[config.mk]
export PLATFORM = sky130hd
export DESIGN_NAME = rs_top
export DESIGN_NICKNAME = d
export VERILOG_FILES = /design/src/rs_ops_pkg.sv /design/src/rs_types_pkg.sv /design/src/rs_top.sv /design/src/alu_pipe.sv /design/src/rs_station.sv /design/src/rs_entry.sv
export SDC_FILE = /design/constraint.sdc
export NUM_CORES = 1
export LEC_CHECK = 0
export ABC_AREA = 1
export BUFFER_PORTS_ARGS = -buffer_cell sky130_fd_sc_hd__buf_2
export CORE_MARGIN = 2
export CORE_UTILIZATION = 49
export DETAILED_ROUTE_END_ITERATION = 7
export GPL_ROUTABILITY_DRIVEN = 0
export PLACE_DENSITY = 0.77
export SKIP_CTS_REPAIR_TIMING = 1
export SYNTH_ARGS = -nofsm -noshare
export SYNTH_HDL_FRONTEND = slang
export SYNTH_SLANG_ARGS = --single-unit
export TNS_END_PERCENT = 30
[constraint.sdc]
create_clock -name clock -period 6.9 [get_ports clock]
set_clock_uncertainty 0.05 [all_clocks]
set_input_delay 0.69 -clock clock [delete_from_list [all_inputs] [get_ports clock]]
set_output_delay 0.69 -clock clock [all_outputs]
set_load 0.01 [all_outputs]
[src/rs_ops_pkg.sv]
package rs_ops_pkg;

    localparam int OP_W = 3;  // opcode field width

    // integer ALU operations, no memory or branch work reaches this station
    typedef enum logic [OP_W-1:0] {
        OP_ADD = 3'd0,  // a + b
        OP_SUB = 3'd1,  // a - b
        OP_AND = 3'd2,
        OP_OR  = 3'd3,
        OP_XOR = 3'd4,
        OP_SLL = 3'd5,  // logical left, low shamt bits of b
        OP_SRL = 3'd6,  // logical right
        OP_SLT = 3'd7   // signed compare, result is 0 or 1
    } alu_op_e;

endpackage
[src/rs_types_pkg.sv]
package rs_types_pkg;

    localparam int XLEN    = 32;             // datapath width
    localparam int TAG_W   = 4;              // producer tag index width
    localparam int SHAMT_W = $clog2(XLEN);   // shift amount bits taken from src2

    typedef logic [TAG_W-1:0] tag_idx_t;
    typedef logic [XLEN-1:0]  word_t;

    // operand tag, valid set means the value is still outstanding
    typedef struct packed {
        logic     valid;
        tag_idx_t idx;
    } tag_t;

    // common data bus, single source (the alu)
    typedef struct packed {
        logic     valid;
        tag_idx_t tag;
        word_t    value;
    } cdb_t;

    // dispatch packet, srcN ignored while tagN.valid is set
    typedef struct packed {
        rs_ops_pkg::alu_op_e op;
        tag_t                tag1;
        tag_t                tag2;
        word_t               src1;
        word_t               src2;
        tag_idx_t            dest;   // tag this result is broadcast under
    } disp_t;

    // resolved instruction handed to the alu
    typedef struct packed {
        rs_ops_pkg::alu_op_e op;
        word_t               src1;
        word_t               src2;
        tag_idx_t            dest;
    } issue_t;

    // where each operand comes from on issue: held in the entry or off the cdb
    typedef enum logic [1:0] {
        TAG_TAG = 2'b00,  // both held
        TAG_CDB = 2'b01,  // src2 from cdb
        CDB_TAG = 2'b10,  // src1 from cdb
        CDB_CDB = 2'b11   // both from cdb, same producer
    } fwd_e;

    // outstanding tag matched by a live broadcast
    function automatic logic cdb_hit(tag_t t, cdb_t c);
        return t.valid && c.valid && (t.idx == c.tag);
    endfunction

endpackage

[src/rs_top.sv]
`timescale 1ns/1ps

module rs_top #(
    parameter int RS_DEPTH = 4   // station entries, 2 or more
) (
    input  logic                clock,
    input  logic                arst_n,
    input  logic                squash,
    input  logic                disp_valid,
    input  rs_types_pkg::disp_t disp_pkt,
    output logic                full,
    output logic                issue_fire,
    output rs_types_pkg::cdb_t  cdb        // also fed back for wake-up
);
    import rs_types_pkg::*;

    logic   issue_valid;
    issue_t issue_pkt;

    rs_station #(
        .RS_DEPTH (RS_DEPTH)
    ) u_station (
        .clock       (clock),
        .arst_n      (arst_n),
        .squash      (squash),
        .disp_valid  (disp_valid),
        .disp_pkt    (disp_pkt),
        .cdb         (cdb),
        .full        (full),
        .issue_valid (issue_valid),
        .issue_pkt   (issue_pkt)
    );

    alu_pipe u_alu (
        .clock       (clock),
        .arst_n      (arst_n),
        .squash      (squash),
        .issue_valid (issue_valid),
        .issue_pkt   (issue_pkt),
        .cdb         (cdb)
    );

    assign issue_fire = issue_valid;  // issue register output, already a flop

endmodule

[src/alu_pipe.sv]
`timescale 1ns/1ps

module alu_pipe (
    input  logic                 clock,
    input  logic                 arst_n,
    input  logic                 squash,
    input  logic                 issue_valid,
    input  rs_types_pkg::issue_t issue_pkt,
    output rs_types_pkg::cdb_t   cdb
);
    import rs_types_pkg::*;
    import rs_ops_pkg::*;

    // stage 1, operands
    logic     s1_valid;
    alu_op_e  s1_op;
    word_t    s1_a;
    word_t    s1_b;
    tag_idx_t s1_dest;
    word_t    result;

    // stage 2, broadcast register
    logic     cdb_valid_q;
    tag_idx_t cdb_tag_q;
    word_t    cdb_value_q;

    always_ff @(posedge clock or negedge arst_n) begin
        if (!arst_n) begin
            s1_valid    <= 1'b0;
            cdb_valid_q <= 1'b0;
        end else if (squash) begin
            s1_valid    <= 1'b0;  // nothing in flight survives
            cdb_valid_q <= 1'b0;
        end else begin
            s1_valid    <= issue_valid;
            cdb_valid_q <= s1_valid;
        end
    end

    always_ff @(posedge clock) begin
        if (issue_valid) begin
            s1_op   <= issue_pkt.op;
            s1_a    <= issue_pkt.src1;
            s1_b    <= issue_pkt.src2;
            s1_dest <= issue_pkt.dest;
        end
        if (s1_valid) begin
            cdb_tag_q   <= s1_dest;
            cdb_value_q <= result;
        end
    end

    always_comb begin
        case (s1_op)
            OP_ADD:  result = s1_a + s1_b;
            OP_SUB:  result = s1_a - s1_b;
            OP_AND:  result = s1_a & s1_b;
            OP_OR:   result = s1_a | s1_b;
            OP_XOR:  result = s1_a ^ s1_b;
            OP_SLL:  result = s1_a << s1_b[SHAMT_W-1:0];
            OP_SRL:  result = s1_a >> s1_b[SHAMT_W-1:0];
            OP_SLT:  result = {{(XLEN-1){1'b0}}, $signed(s1_a) < $signed(s1_b)};
            default: result = '0;
        endcase
    end

    assign cdb = '{valid: cdb_valid_q, tag: cdb_tag_q, value: cdb_value_q};

    // operands entering the pipe were fully resolved in the station
    a_cdb_known: assert property (@(posedge clock) disable iff (!arst_n)
        cdb.valid |-> !$isunknown(cdb))
        else $error("alu_pipe: unknown bits on valid cdb");

endmodule

[src/rs_station.sv]
`timescale 1ns/1ps

module rs_station #(
    parameter int RS_DEPTH = 4
) (
    input  logic                 clock,
    input  logic                 arst_n,
    input  logic                 squash,
    input  logic                 disp_valid,  // single-cycle strobe without back-pressure
    input  rs_types_pkg::disp_t  disp_pkt,
    input  rs_types_pkg::cdb_t   cdb,
    output logic                 full,
    output logic                 issue_valid,
    output rs_types_pkg::issue_t issue_pkt
);
    import rs_types_pkg::*;

    localparam int IDX_W = $clog2(RS_DEPTH);

    logic [RS_DEPTH-1:0] busy_vec;
    logic [RS_DEPTH-1:0] ready_vec;
    logic [RS_DEPTH-1:0] wr_en_vec;
    logic [RS_DEPTH-1:0] clear_vec;
    fwd_e                fwd   [RS_DEPTH];
    issue_t              slot  [RS_DEPTH];

    logic [IDX_W-1:0] alloc_idx;   // lowest free slot
    logic [IDX_W-1:0] rr_ptr;      // round-robin start point
    logic [IDX_W-1:0] pick_idx;
    logic             pick_valid;
    issue_t           sel_pkt;     // picked slot with cdb values patched in

    for (genvar i = 0; i < RS_DEPTH; i++) begin : g_entry
        assign wr_en_vec[i] = disp_valid && !full && (alloc_idx == IDX_W'(i));
        assign clear_vec[i] = pick_valid && (pick_idx == IDX_W'(i));

        rs_entry u_entry (
            .clock    (clock),
            .arst_n   (arst_n),
            .squash   (squash),
            .wr_en    (wr_en_vec[i]),
            .clear    (clear_vec[i]),
            .disp_pkt (disp_pkt),
            .cdb      (cdb),
            .busy     (busy_vec[i]),
            .ready    (ready_vec[i]),
            .fwd      (fwd[i]),
            .slot     (slot[i])
        );
    end

    assign full = &busy_vec;  // dispatch while full is dropped

    // scan down so the lowest free index wins
    always_comb begin
        alloc_idx = '0;
        for (int i = RS_DEPTH - 1; i >= 0; i--) begin
            if (!busy_vec[i]) begin
                alloc_idx = IDX_W'(i);
            end
        end
    end

    // first ready slot at or after rr_ptr with wrap
    always_comb begin
        int pos;
        pick_valid = 1'b0;
        pick_idx   = '0;
        for (int k = 0; k < RS_DEPTH; k++) begin
            pos = int'(rr_ptr) + k;
            if (pos >= RS_DEPTH) begin
                pos = pos - RS_DEPTH;
            end
            if (!pick_valid && ready_vec[pos]) begin
                pick_valid = 1'b1;
                pick_idx   = IDX_W'(pos);
            end
        end
    end

    // operands still waiting on a live broadcast come straight off the cdb
    always_comb begin
        sel_pkt = slot[pick_idx];
        if (fwd[pick_idx] == CDB_TAG || fwd[pick_idx] == CDB_CDB) begin
            sel_pkt.src1 = cdb.value;
        end
        if (fwd[pick_idx] == TAG_CDB || fwd[pick_idx] == CDB_CDB) begin
            sel_pkt.src2 = cdb.value;
        end
    end

    always_ff @(posedge clock or negedge arst_n) begin
        if (!arst_n) begin
            issue_valid <= 1'b0;
            rr_ptr      <= '0;
        end else if (squash) begin
            issue_valid <= 1'b0;   // drops the issue register
        end else begin
            issue_valid <= pick_valid;
            if (pick_valid) begin
                rr_ptr <= (pick_idx == IDX_W'(RS_DEPTH - 1)) ? '0 : pick_idx + 1'b1;
            end
        end
    end

    always_ff @(posedge clock) begin
        if (pick_valid) begin
            issue_pkt <= sel_pkt;
        end
    end

    // entries leave one at a time unless squashed
    a_one_clear: assert property (@(posedge clock) disable iff (!arst_n)
        !$past(squash) |-> $onehot0($past(busy_vec) & ~busy_vec))
        else $error("rs_station: more than one slot cleared");

    a_no_disp_full: assert property (@(posedge clock) disable iff (!arst_n)
        disp_valid |-> !full)
        else $error("rs_station: dispatch while full, dropped");

endmodule

[src/rs_entry.sv]
`timescale 1ns/1ps

module rs_entry (
    input  logic                 clock,
    input  logic                 arst_n,
    input  logic                 squash,
    input  logic                 wr_en,     // from allocator, only when free
    input  logic                 clear,     // from issue picker
    input  rs_types_pkg::disp_t  disp_pkt,
    input  rs_types_pkg::cdb_t   cdb,
    output logic                 busy,
    output logic                 ready,
    output rs_types_pkg::fwd_e   fwd,
    output rs_types_pkg::issue_t slot      // held values, station patches cdb ones
);
    import rs_types_pkg::*;
    import rs_ops_pkg::*;

    // control state
    logic  busy_d;
    tag_t  tag1_q, tag1_d;
    tag_t  tag2_q, tag2_d;

    // payload
    alu_op_e  op_q, op_d;
    word_t    src1_q, src1_d;
    word_t    src2_q, src2_d;
    tag_idx_t dest_q, dest_d;

    logic hit1, hit2;  // held tag sees its producer on the cdb now
    logic ok1, ok2;

    assign hit1 = busy && cdb_hit(tag1_q, cdb);
    assign hit2 = busy && cdb_hit(tag2_q, cdb);

    always_comb begin
        busy_d = busy;
        if (wr_en) begin
            busy_d = 1'b1;
        end else if (clear) begin
            busy_d = 1'b0;
        end
    end

    // operand capture, same wake-up rule on write and while waiting
    always_comb begin
        op_d   = op_q;
        dest_d = dest_q;
        tag1_d = tag1_q;
        tag2_d = tag2_q;
        src1_d = src1_q;
        src2_d = src2_q;
        if (wr_en) begin
            op_d   = disp_pkt.op;
            dest_d = disp_pkt.dest;
            if (cdb_hit(disp_pkt.tag1, cdb)) begin  // producer broadcasting this very cycle
                tag1_d = '0;
                src1_d = cdb.value;
            end else begin
                tag1_d = disp_pkt.tag1;
                src1_d = disp_pkt.src1;
            end
            if (cdb_hit(disp_pkt.tag2, cdb)) begin
                tag2_d = '0;
                src2_d = cdb.value;
            end else begin
                tag2_d = disp_pkt.tag2;
                src2_d = disp_pkt.src2;
            end
        end else begin
            if (hit1) begin
                tag1_d = '0;
                src1_d = cdb.value;
            end
            if (hit2) begin
                tag2_d = '0;
                src2_d = cdb.value;
            end
        end
    end

    always_ff @(posedge clock or negedge arst_n) begin
        if (!arst_n) begin
            busy   <= 1'b0;
            tag1_q <= '0;
            tag2_q <= '0;
        end else if (squash) begin
            busy   <= 1'b0;   // stale tags are masked by busy
        end else begin
            busy   <= busy_d;
            tag1_q <= tag1_d;
            tag2_q <= tag2_d;
        end
    end

    always_ff @(posedge clock) begin
        op_q   <= op_d;
        dest_q <= dest_d;
        src1_q <= src1_d;
        src2_q <= src2_d;
    end

    // each operand either present or arriving right now
    assign ok1   = !tag1_q.valid || hit1;
    assign ok2   = !tag2_q.valid || hit2;
    assign ready = busy && ok1 && ok2;

    always_comb begin
        case ({hit1, hit2})
            2'b01:   fwd = TAG_CDB;
            2'b10:   fwd = CDB_TAG;
            2'b11:   fwd = CDB_CDB;
            default: fwd = TAG_TAG;
        endcase
    end

    assign slot = '{op: op_q, src1: src1_q, src2: src2_q, dest: dest_q};

    // allocator must only pick a free slot
    a_wr_free: assert property (@(posedge clock) disable iff (!arst_n)
        wr_en |-> !busy)
        else $error("rs_entry: write into busy slot");

endmodule

# [Word-level counts from Yosys, hierarchy flattened]
# Index checks and enable logic that the tools add are counted.
[word_totals] output_inout_bits=39 in_bits=85 ff_bits=511 wordCells=303
[classes] order_cmp=10 n_eq_ne=38 n_reduce_logical=95 n_shift=2 n_bitwise=5 muxes=93 addsub=10
[op_table] operator="two-way mux 32 bit" n=24
[op_table] operator="case mux 32 bit (8 select lines)" n=1
[op_table] operator="binary-select mux 71 bit (select 2 bit)" n=1
[op_table] operator="two-way mux 71 bit" n=2
[op_table] operator="< comparator 32 x 4 -> 1 bit (second input constant)" n=4
[op_table] operator="greater-or-equal comparator 32 x 4 -> 1 bit (second input constant)" n=3
[op_table] operator="subtractor 32 x 4 -> 32 bit (second input constant)" n=3
[op_table] operator="two-way mux 5 bit" n=18
[op_table] operator="logical AND 1 bit" n=48
[op_table] operator="equality test 4 bit" n=10
[op_table] operator="adder 32 bit" n=1
[op_table] operator="bitwise AND 32 bit" n=1
[op_table] operator="< comparator 32 bit" n=1
[op_table] operator="bitwise OR 32 bit" n=1
[op_table] operator="left shift 32 x 5 -> 32 bit" n=1
[op_table] operator="right shift 32 x 5 -> 32 bit" n=1
[op_table] operator="subtractor 32 bit" n=1
[op_table] operator="XOR 32 bit" n=1
[op_table] operator="equality test 2 bit (second input constant)" n=14
[op_table] operator="two-way mux 1 bit" n=27
[op_table] operator="case mux 2 bit (3 select lines)" n=4
[op_table] operator="two-way mux 2 bit" n=11
[op_table] operator="AND reduction 2 bit" n=9
[op_table] operator="nonzero test 2 bit" n=8
[op_table] operator="other kinds (20)" n=58

# [Longest topological paths before layout]
[depth] ltp_word=26 ltp_mapped=23

# [By module]
# A second synthesis with hierarchy kept.
[unflattened] cells_unflattened=4920 hier_area_um2=35446.5
[modules_own_cells] module="rs_entry" seq_area_each_um2=2407.3 instances=4 cells_each=429 area_per_inst_um2=3930.0
[modules_own_cells] module="alu_pipe" seq_area_each_um2=3263.1 instances=1 cells_each=2000 area_per_inst_um2=12560.8
[modules_own_cells] module="rs_station" seq_area_each_um2=2207.1 instances=1 cells_each=1204 area_per_inst_um2=7165.6

# [Worst setup path before layout]
# No wires, ideal clock.
[synth_path] path_type="register to register" from="reg u_alu.cdb_tag_q[3]" to="reg u_station.rr_ptr[1]" stages_incl_launch_ff=18 setup_slack_ps=2576 arrival_time_ps=4146 setup_time_ps=129 n_path_buf=2 t_required_ps=6721 cell_sequence="edfxtp_1 buf_6 inv_4 nand2_1 a21oi_1 nand3_1 nand2_1 nand3_2 nand2_1 nand2_1 nand2_2 nand2_4 nand3_1 or2_2 clkbuf_1 nand2_1 inv_1 o21ai_0"
[synth_rtl] element="from (decl)" line_no="alu_pipe.sv:24" source="tag_idx_t cdb_tag_q;"
[synth_rtl] element="from (signal assigned)" line_no="alu_pipe.sv:48" source="cdb_tag_q <= s1_dest;"
[synth_rtl] element="equality test 4 bit" line_no="rs_types_pkg.sv:51" source="return t.valid && c.valid && (t.idx == c.tag);"
[synth_rtl] element="logical AND 1 bit" line_no="rs_types_pkg.sv:51"
[synth_rtl] element="logical AND 1 bit" line_no="rs_entry.sv:33" source="assign hit1 = busy && cdb_hit(tag1_q, cdb);"
[synth_rtl] element="logical OR 1 bit" line_no="rs_entry.sv:104" source="assign ok1 = !tag1_q.valid || hit1;"
[synth_rtl] element="logical AND 1 bit (2 in series)" line_no="rs_entry.sv:106" source="assign ready = busy && ok1 && ok2;"
[synth_rtl] element="binary-select mux 1 bit (select 2 bit)" line_no="rs_station.sv:74" source="if (!pick_valid && ready_vec[pos]) begin"
[synth_rtl] element="two-way mux 1 bit (implied by the code) (2 in series)" line_no="rs_station.sv:74"
[synth_rtl] element="two-way mux 1 bit" line_no="rs_station.sv:74"
[synth_rtl] element="[... 3 more ...]"
[synth_rtl] element="zero test 1 bit" line_no="rs_station.sv:74"
[synth_rtl] element="logical AND 1 bit" line_no="rs_station.sv:74"
[synth_rtl] element="two-way mux 1 bit" line_no="rs_station.sv:74"
[synth_rtl] element="zero test 1 bit" line_no="rs_station.sv:74"
[synth_rtl] element="logical AND 1 bit" line_no="rs_station.sv:74"
[synth_rtl] element="two-way mux 1 bit *" line_no="rs_station.sv:74"
[synth_rtl] element="named net u_station.pick_valid" line_no="rs_station.sv:30" source="logic pick_valid;"
[synth_rtl] element="AND reduction 2 bit (no source line) *"
[synth_rtl] element="to (signal assigned)" line_no="rs_station.sv:101" source="rr_ptr <= (pick_idx == IDX_W'(RS_DEPTH - 1)) ? '0 : pick_idx + 1'b1;"
[synth_rtl] element="to (decl)" line_no="rs_station.sv:28" source="logic [IDX_W-1:0] rr_ptr;"
# Mark *: on every way through the listed nets, which the timed path passes. The rest lies on a longest branch. The select of a mux whose other input is x is not followed.
# A chain may end at the register's enable or synchronous reset.

==> metrics.md <==
| Metric | Value |
|---|---|
| Status | finished, violations left |
| Violated checks | design-rule violations |
| GR Util All Layers | 0.289 |
| CTS buffer count | 51 |
| Critical path's slowest cell | nand2_4 |
| Yosys top cell area share | 0.435 |
| Largest net degree at the start of global routing | 103 |
| Worst Tran Pin Value | 1120 ps |
| R2r startpoint | u_alu.cdb_tag_q[1] |
| Worst path most repeated cell | nand2_1 |
| Post-synthesis sequential area ratio | 0.473 |
| R2R depth | 18 |
| Max clock buf depth | 3 |
| Worst-Skew Late Latency | 600 ps |
| Vias per cell | 5.94 |
| Synthesized area | 0.0319 mm2 |
| Post-DRT Antenna Nets | 0 |
| Worst R2R Setup Slack | 1300 ps |
| Max_cap viols | 0 |
| Min Clock Period, post-route | 5600 ps |
| Total routed wirelength | 99.4 mm |
| Final setup viols | 0 |
| Die area | 0.0672 mm2 |
| Synth cell types | 52 |
| Area delta synth->final | 7.99% |
| First-pass GRT wire length | 151 mm |
| CP max stage delay | 820 ps |
| Crit share post-route | 0.811 |
| Final Hold Vio Count | 0 |
| Syn Nets | 4144 |
| Hold WC Path Type | in -> async |
| H-tree depth | 2 |
| Wire length per cell | 20.7 um |
| Setup total negative slack | 0 ps |
| 1st-pass router iterations | 8 |
| CP Cell Sequence | inv_4 > nand2_1 > nand2_1 > nor2_1 > nand3_1 > nand2_1 > nand3_1 > nand2_1 > nand3_1 > nand2_1 > nand4_1 > nand2_4 > nand2_4 > nand2_1 > nand3_2 > nand2_2 > nand2_1 > nand2_1 |
| WS Path Type | reg -> reg |
| Clock Sinks | 511 |
| # DRC | 3 |
| Site Rows | 93 |
| Port Buffers | 123 |
| WP data arrival | 5990 ps |
| Yosys warnings | 0 |
| TritonCTS clock tree | done |
| Seq cells post-synth | 511 |
| Cells after Synth | 3956 |
| Die W | 259 um |
| Most common cell in the netlist | nand2_1 |
| Crit path max fanout | 99 |
| RSZ-0062 raised after global routing | false |
| Clock root buffer | clkbuf_16 |
| Worst setup SP type | flop |
| Die height | 259 um |
| Vias | 28600 |
| Initial drt markers | 4467 |
| Antenna violations before repair | 2 |
| Syn Area/Cell | 8.06 um2 |
| Initial core utilization | 0.495 |
| Core area | 0.0645 mm2 |
| ANT cells | 0 |
| Final Max Slew Viols | 0 |
| Buf/Inv on CP | 1 |
| HPWL Detailed | 67.3 mm |
| Slew headroom | 0.252 |
| Layout cells sized above 1 | 0.0742 |
| Worst Path Required | 7290 ps |
| Clk slew on worst S/H paths | 60 ps |
| Largest area contributor in the netlist | edfxtp_1 |
| Nets | 4098 |
| Synth area leaders | edfxtp_1, nand2_1, o21ai_0 |
| Family with the most delay on the worst path | simple AND/OR/NAND/NOR gates |
| EDFF count, synth | 462 |
| I/O pin total | 124 |
| Gr ovfl total | 0 |
| Vias in the first global route | 26500 |
| Leading cell types by count after synthesis | nand2_1, inv_1, edfxtp_1 |
| Worst r2r dst | u_station.issue_pkt[16] |
| FFs w/ async S/R, synth | 0.0959 |
| Leading register cell type out of synthesis | edfxtp_1 |
| Peak Freq | 179 MHz |
| Worst setup EP type | flop |
==> cells by family (layout without fill, tap and decap cells) <==
kind of cell    Yosys count  in the layout  share of synthesized area
simple gates           1577           1577                      0.208
compound gates          830            830                      0.143
buf+inv                 826            818                      0.102
flops                   511            511                      0.473
fa+ha+maj               103            103                     0.0409
mux                      76             76                     0.0238
xor+xnor                 33             33                    0.00906
==> layout by cell type, fill, tap and decap left out, types with 47 or more instances in the layout <==
cell,instances
o22ai_1,52
nor2_1,177
a21oi_1,190
mux2i_1,76
nand2_1,902
clkbuf_16,51
edfxtp_1,462
buf_2,123
inv_1,547
ha_1,101
o21ai_0,448
dfrtp_1,47
nand3_1,415
==> worst register-to-register path: stages, from the launching register on <==
cell      delay (ps)
edfxtp_1         640
inv_4            140
nand2_1          100
nand2_1           50
nor2_1           130
nand3_1          170
nand2_1          120
nand3_1          110
nand2_1          130
nand3_1          120
nand2_1          100
nand4_1          140
nand2_4          660
nand2_4          820
nand2_1          290
nand3_2          590
nand2_2          800
nand2_1          150
nand2_1          120
==> state kept, by name, summed over array words and instances, names as in the netlist, 3 cells and up <==
signal / count
u_alu.s1_op: 3
u_station.g_entry.u_entry.busy: 4
u_alu.s1_b: 32
u_station.g_entry.u_entry.op_q: 12
u_alu.cdb_tag_q: 4
u_alu.cdb_value_q: 32
u_station.g_entry.u_entry.tag2_q: 20
u_station.g_entry.u_entry.src2_q: 128
u_station.issue_pkt: 71
u_alu.s1_dest: 4
u_alu.s1_a: 32
u_station.g_entry.u_entry.tag1_q: 20
u_station.g_entry.u_entry.src1_q: 128
u_station.g_entry.u_entry.dest_q: 16
==> how the worst max path moves through the flow <==
stage	startpoint	endpoint	slack (ps)	cells past startpoint
6_report	u_alu.cdb_tag_q[1]	u_station.issue_pkt[16]	1300	18
4_1_cts	u_alu.cdb_tag_q[1]	u_station.issue_pkt[16]	1360	18
2_1_floorplan	u_alu.cdb_tag_q[3]	u_station.rr_ptr[1]	2580	17
3_3_place_gp	u_alu.cdb_tag_q[2]	u_station.issue_pkt[12]	1680	18
5_1_grt	u_alu.cdb_tag_q[0]	u_station.issue_pkt[13]	870	18
3_5_place_dp	u_alu.cdb_tag_q[1]	u_station.issue_pkt[9]	1410	18
==> layer usage <==
metal  vias to the layer above  global-route usage  wire, um
met5                         -                   0        13
met4                         2               0.121      4620
met3                       355              0.0628     13100
met2                      1876               0.443     43400
met1                     13100               0.397     38400
li1                      13200                   -         -
==> cell type report <==
class	count	area [um2]
well taps	855	1070
inverters	562	2120
clock buffers	58	1300
repair buffers	165	931
multi-input cells	2619	13600
fillers	5760	30000
clock inverters	33	310
flip-flops and latches	511	15100
==> per-stage QoR <==
stage / utilization / setup WS [ps] / hold slack, ps / area, um2 / cells
2_1_floorplan: - / 2580 / 344 / 31900 / 3956
3_3_place_gp: 0.509 / 1680 / 351 / 32800 / 4712
3_5_place_dp: 0.509 / 1410 / 355 / 32800 / 4712
4_1_cts: 0.534 / 1360 / 248 / 34400 / 4803
5_1_grt: 0.534 / 874 / 260 / 34400 / 4803
6_report: 0.534 / 1300 / 267 / 34400 / 4803
Power is not shown: default switching activity piles up to over one toggle a cycle in this logic, so the estimate is an artifact.
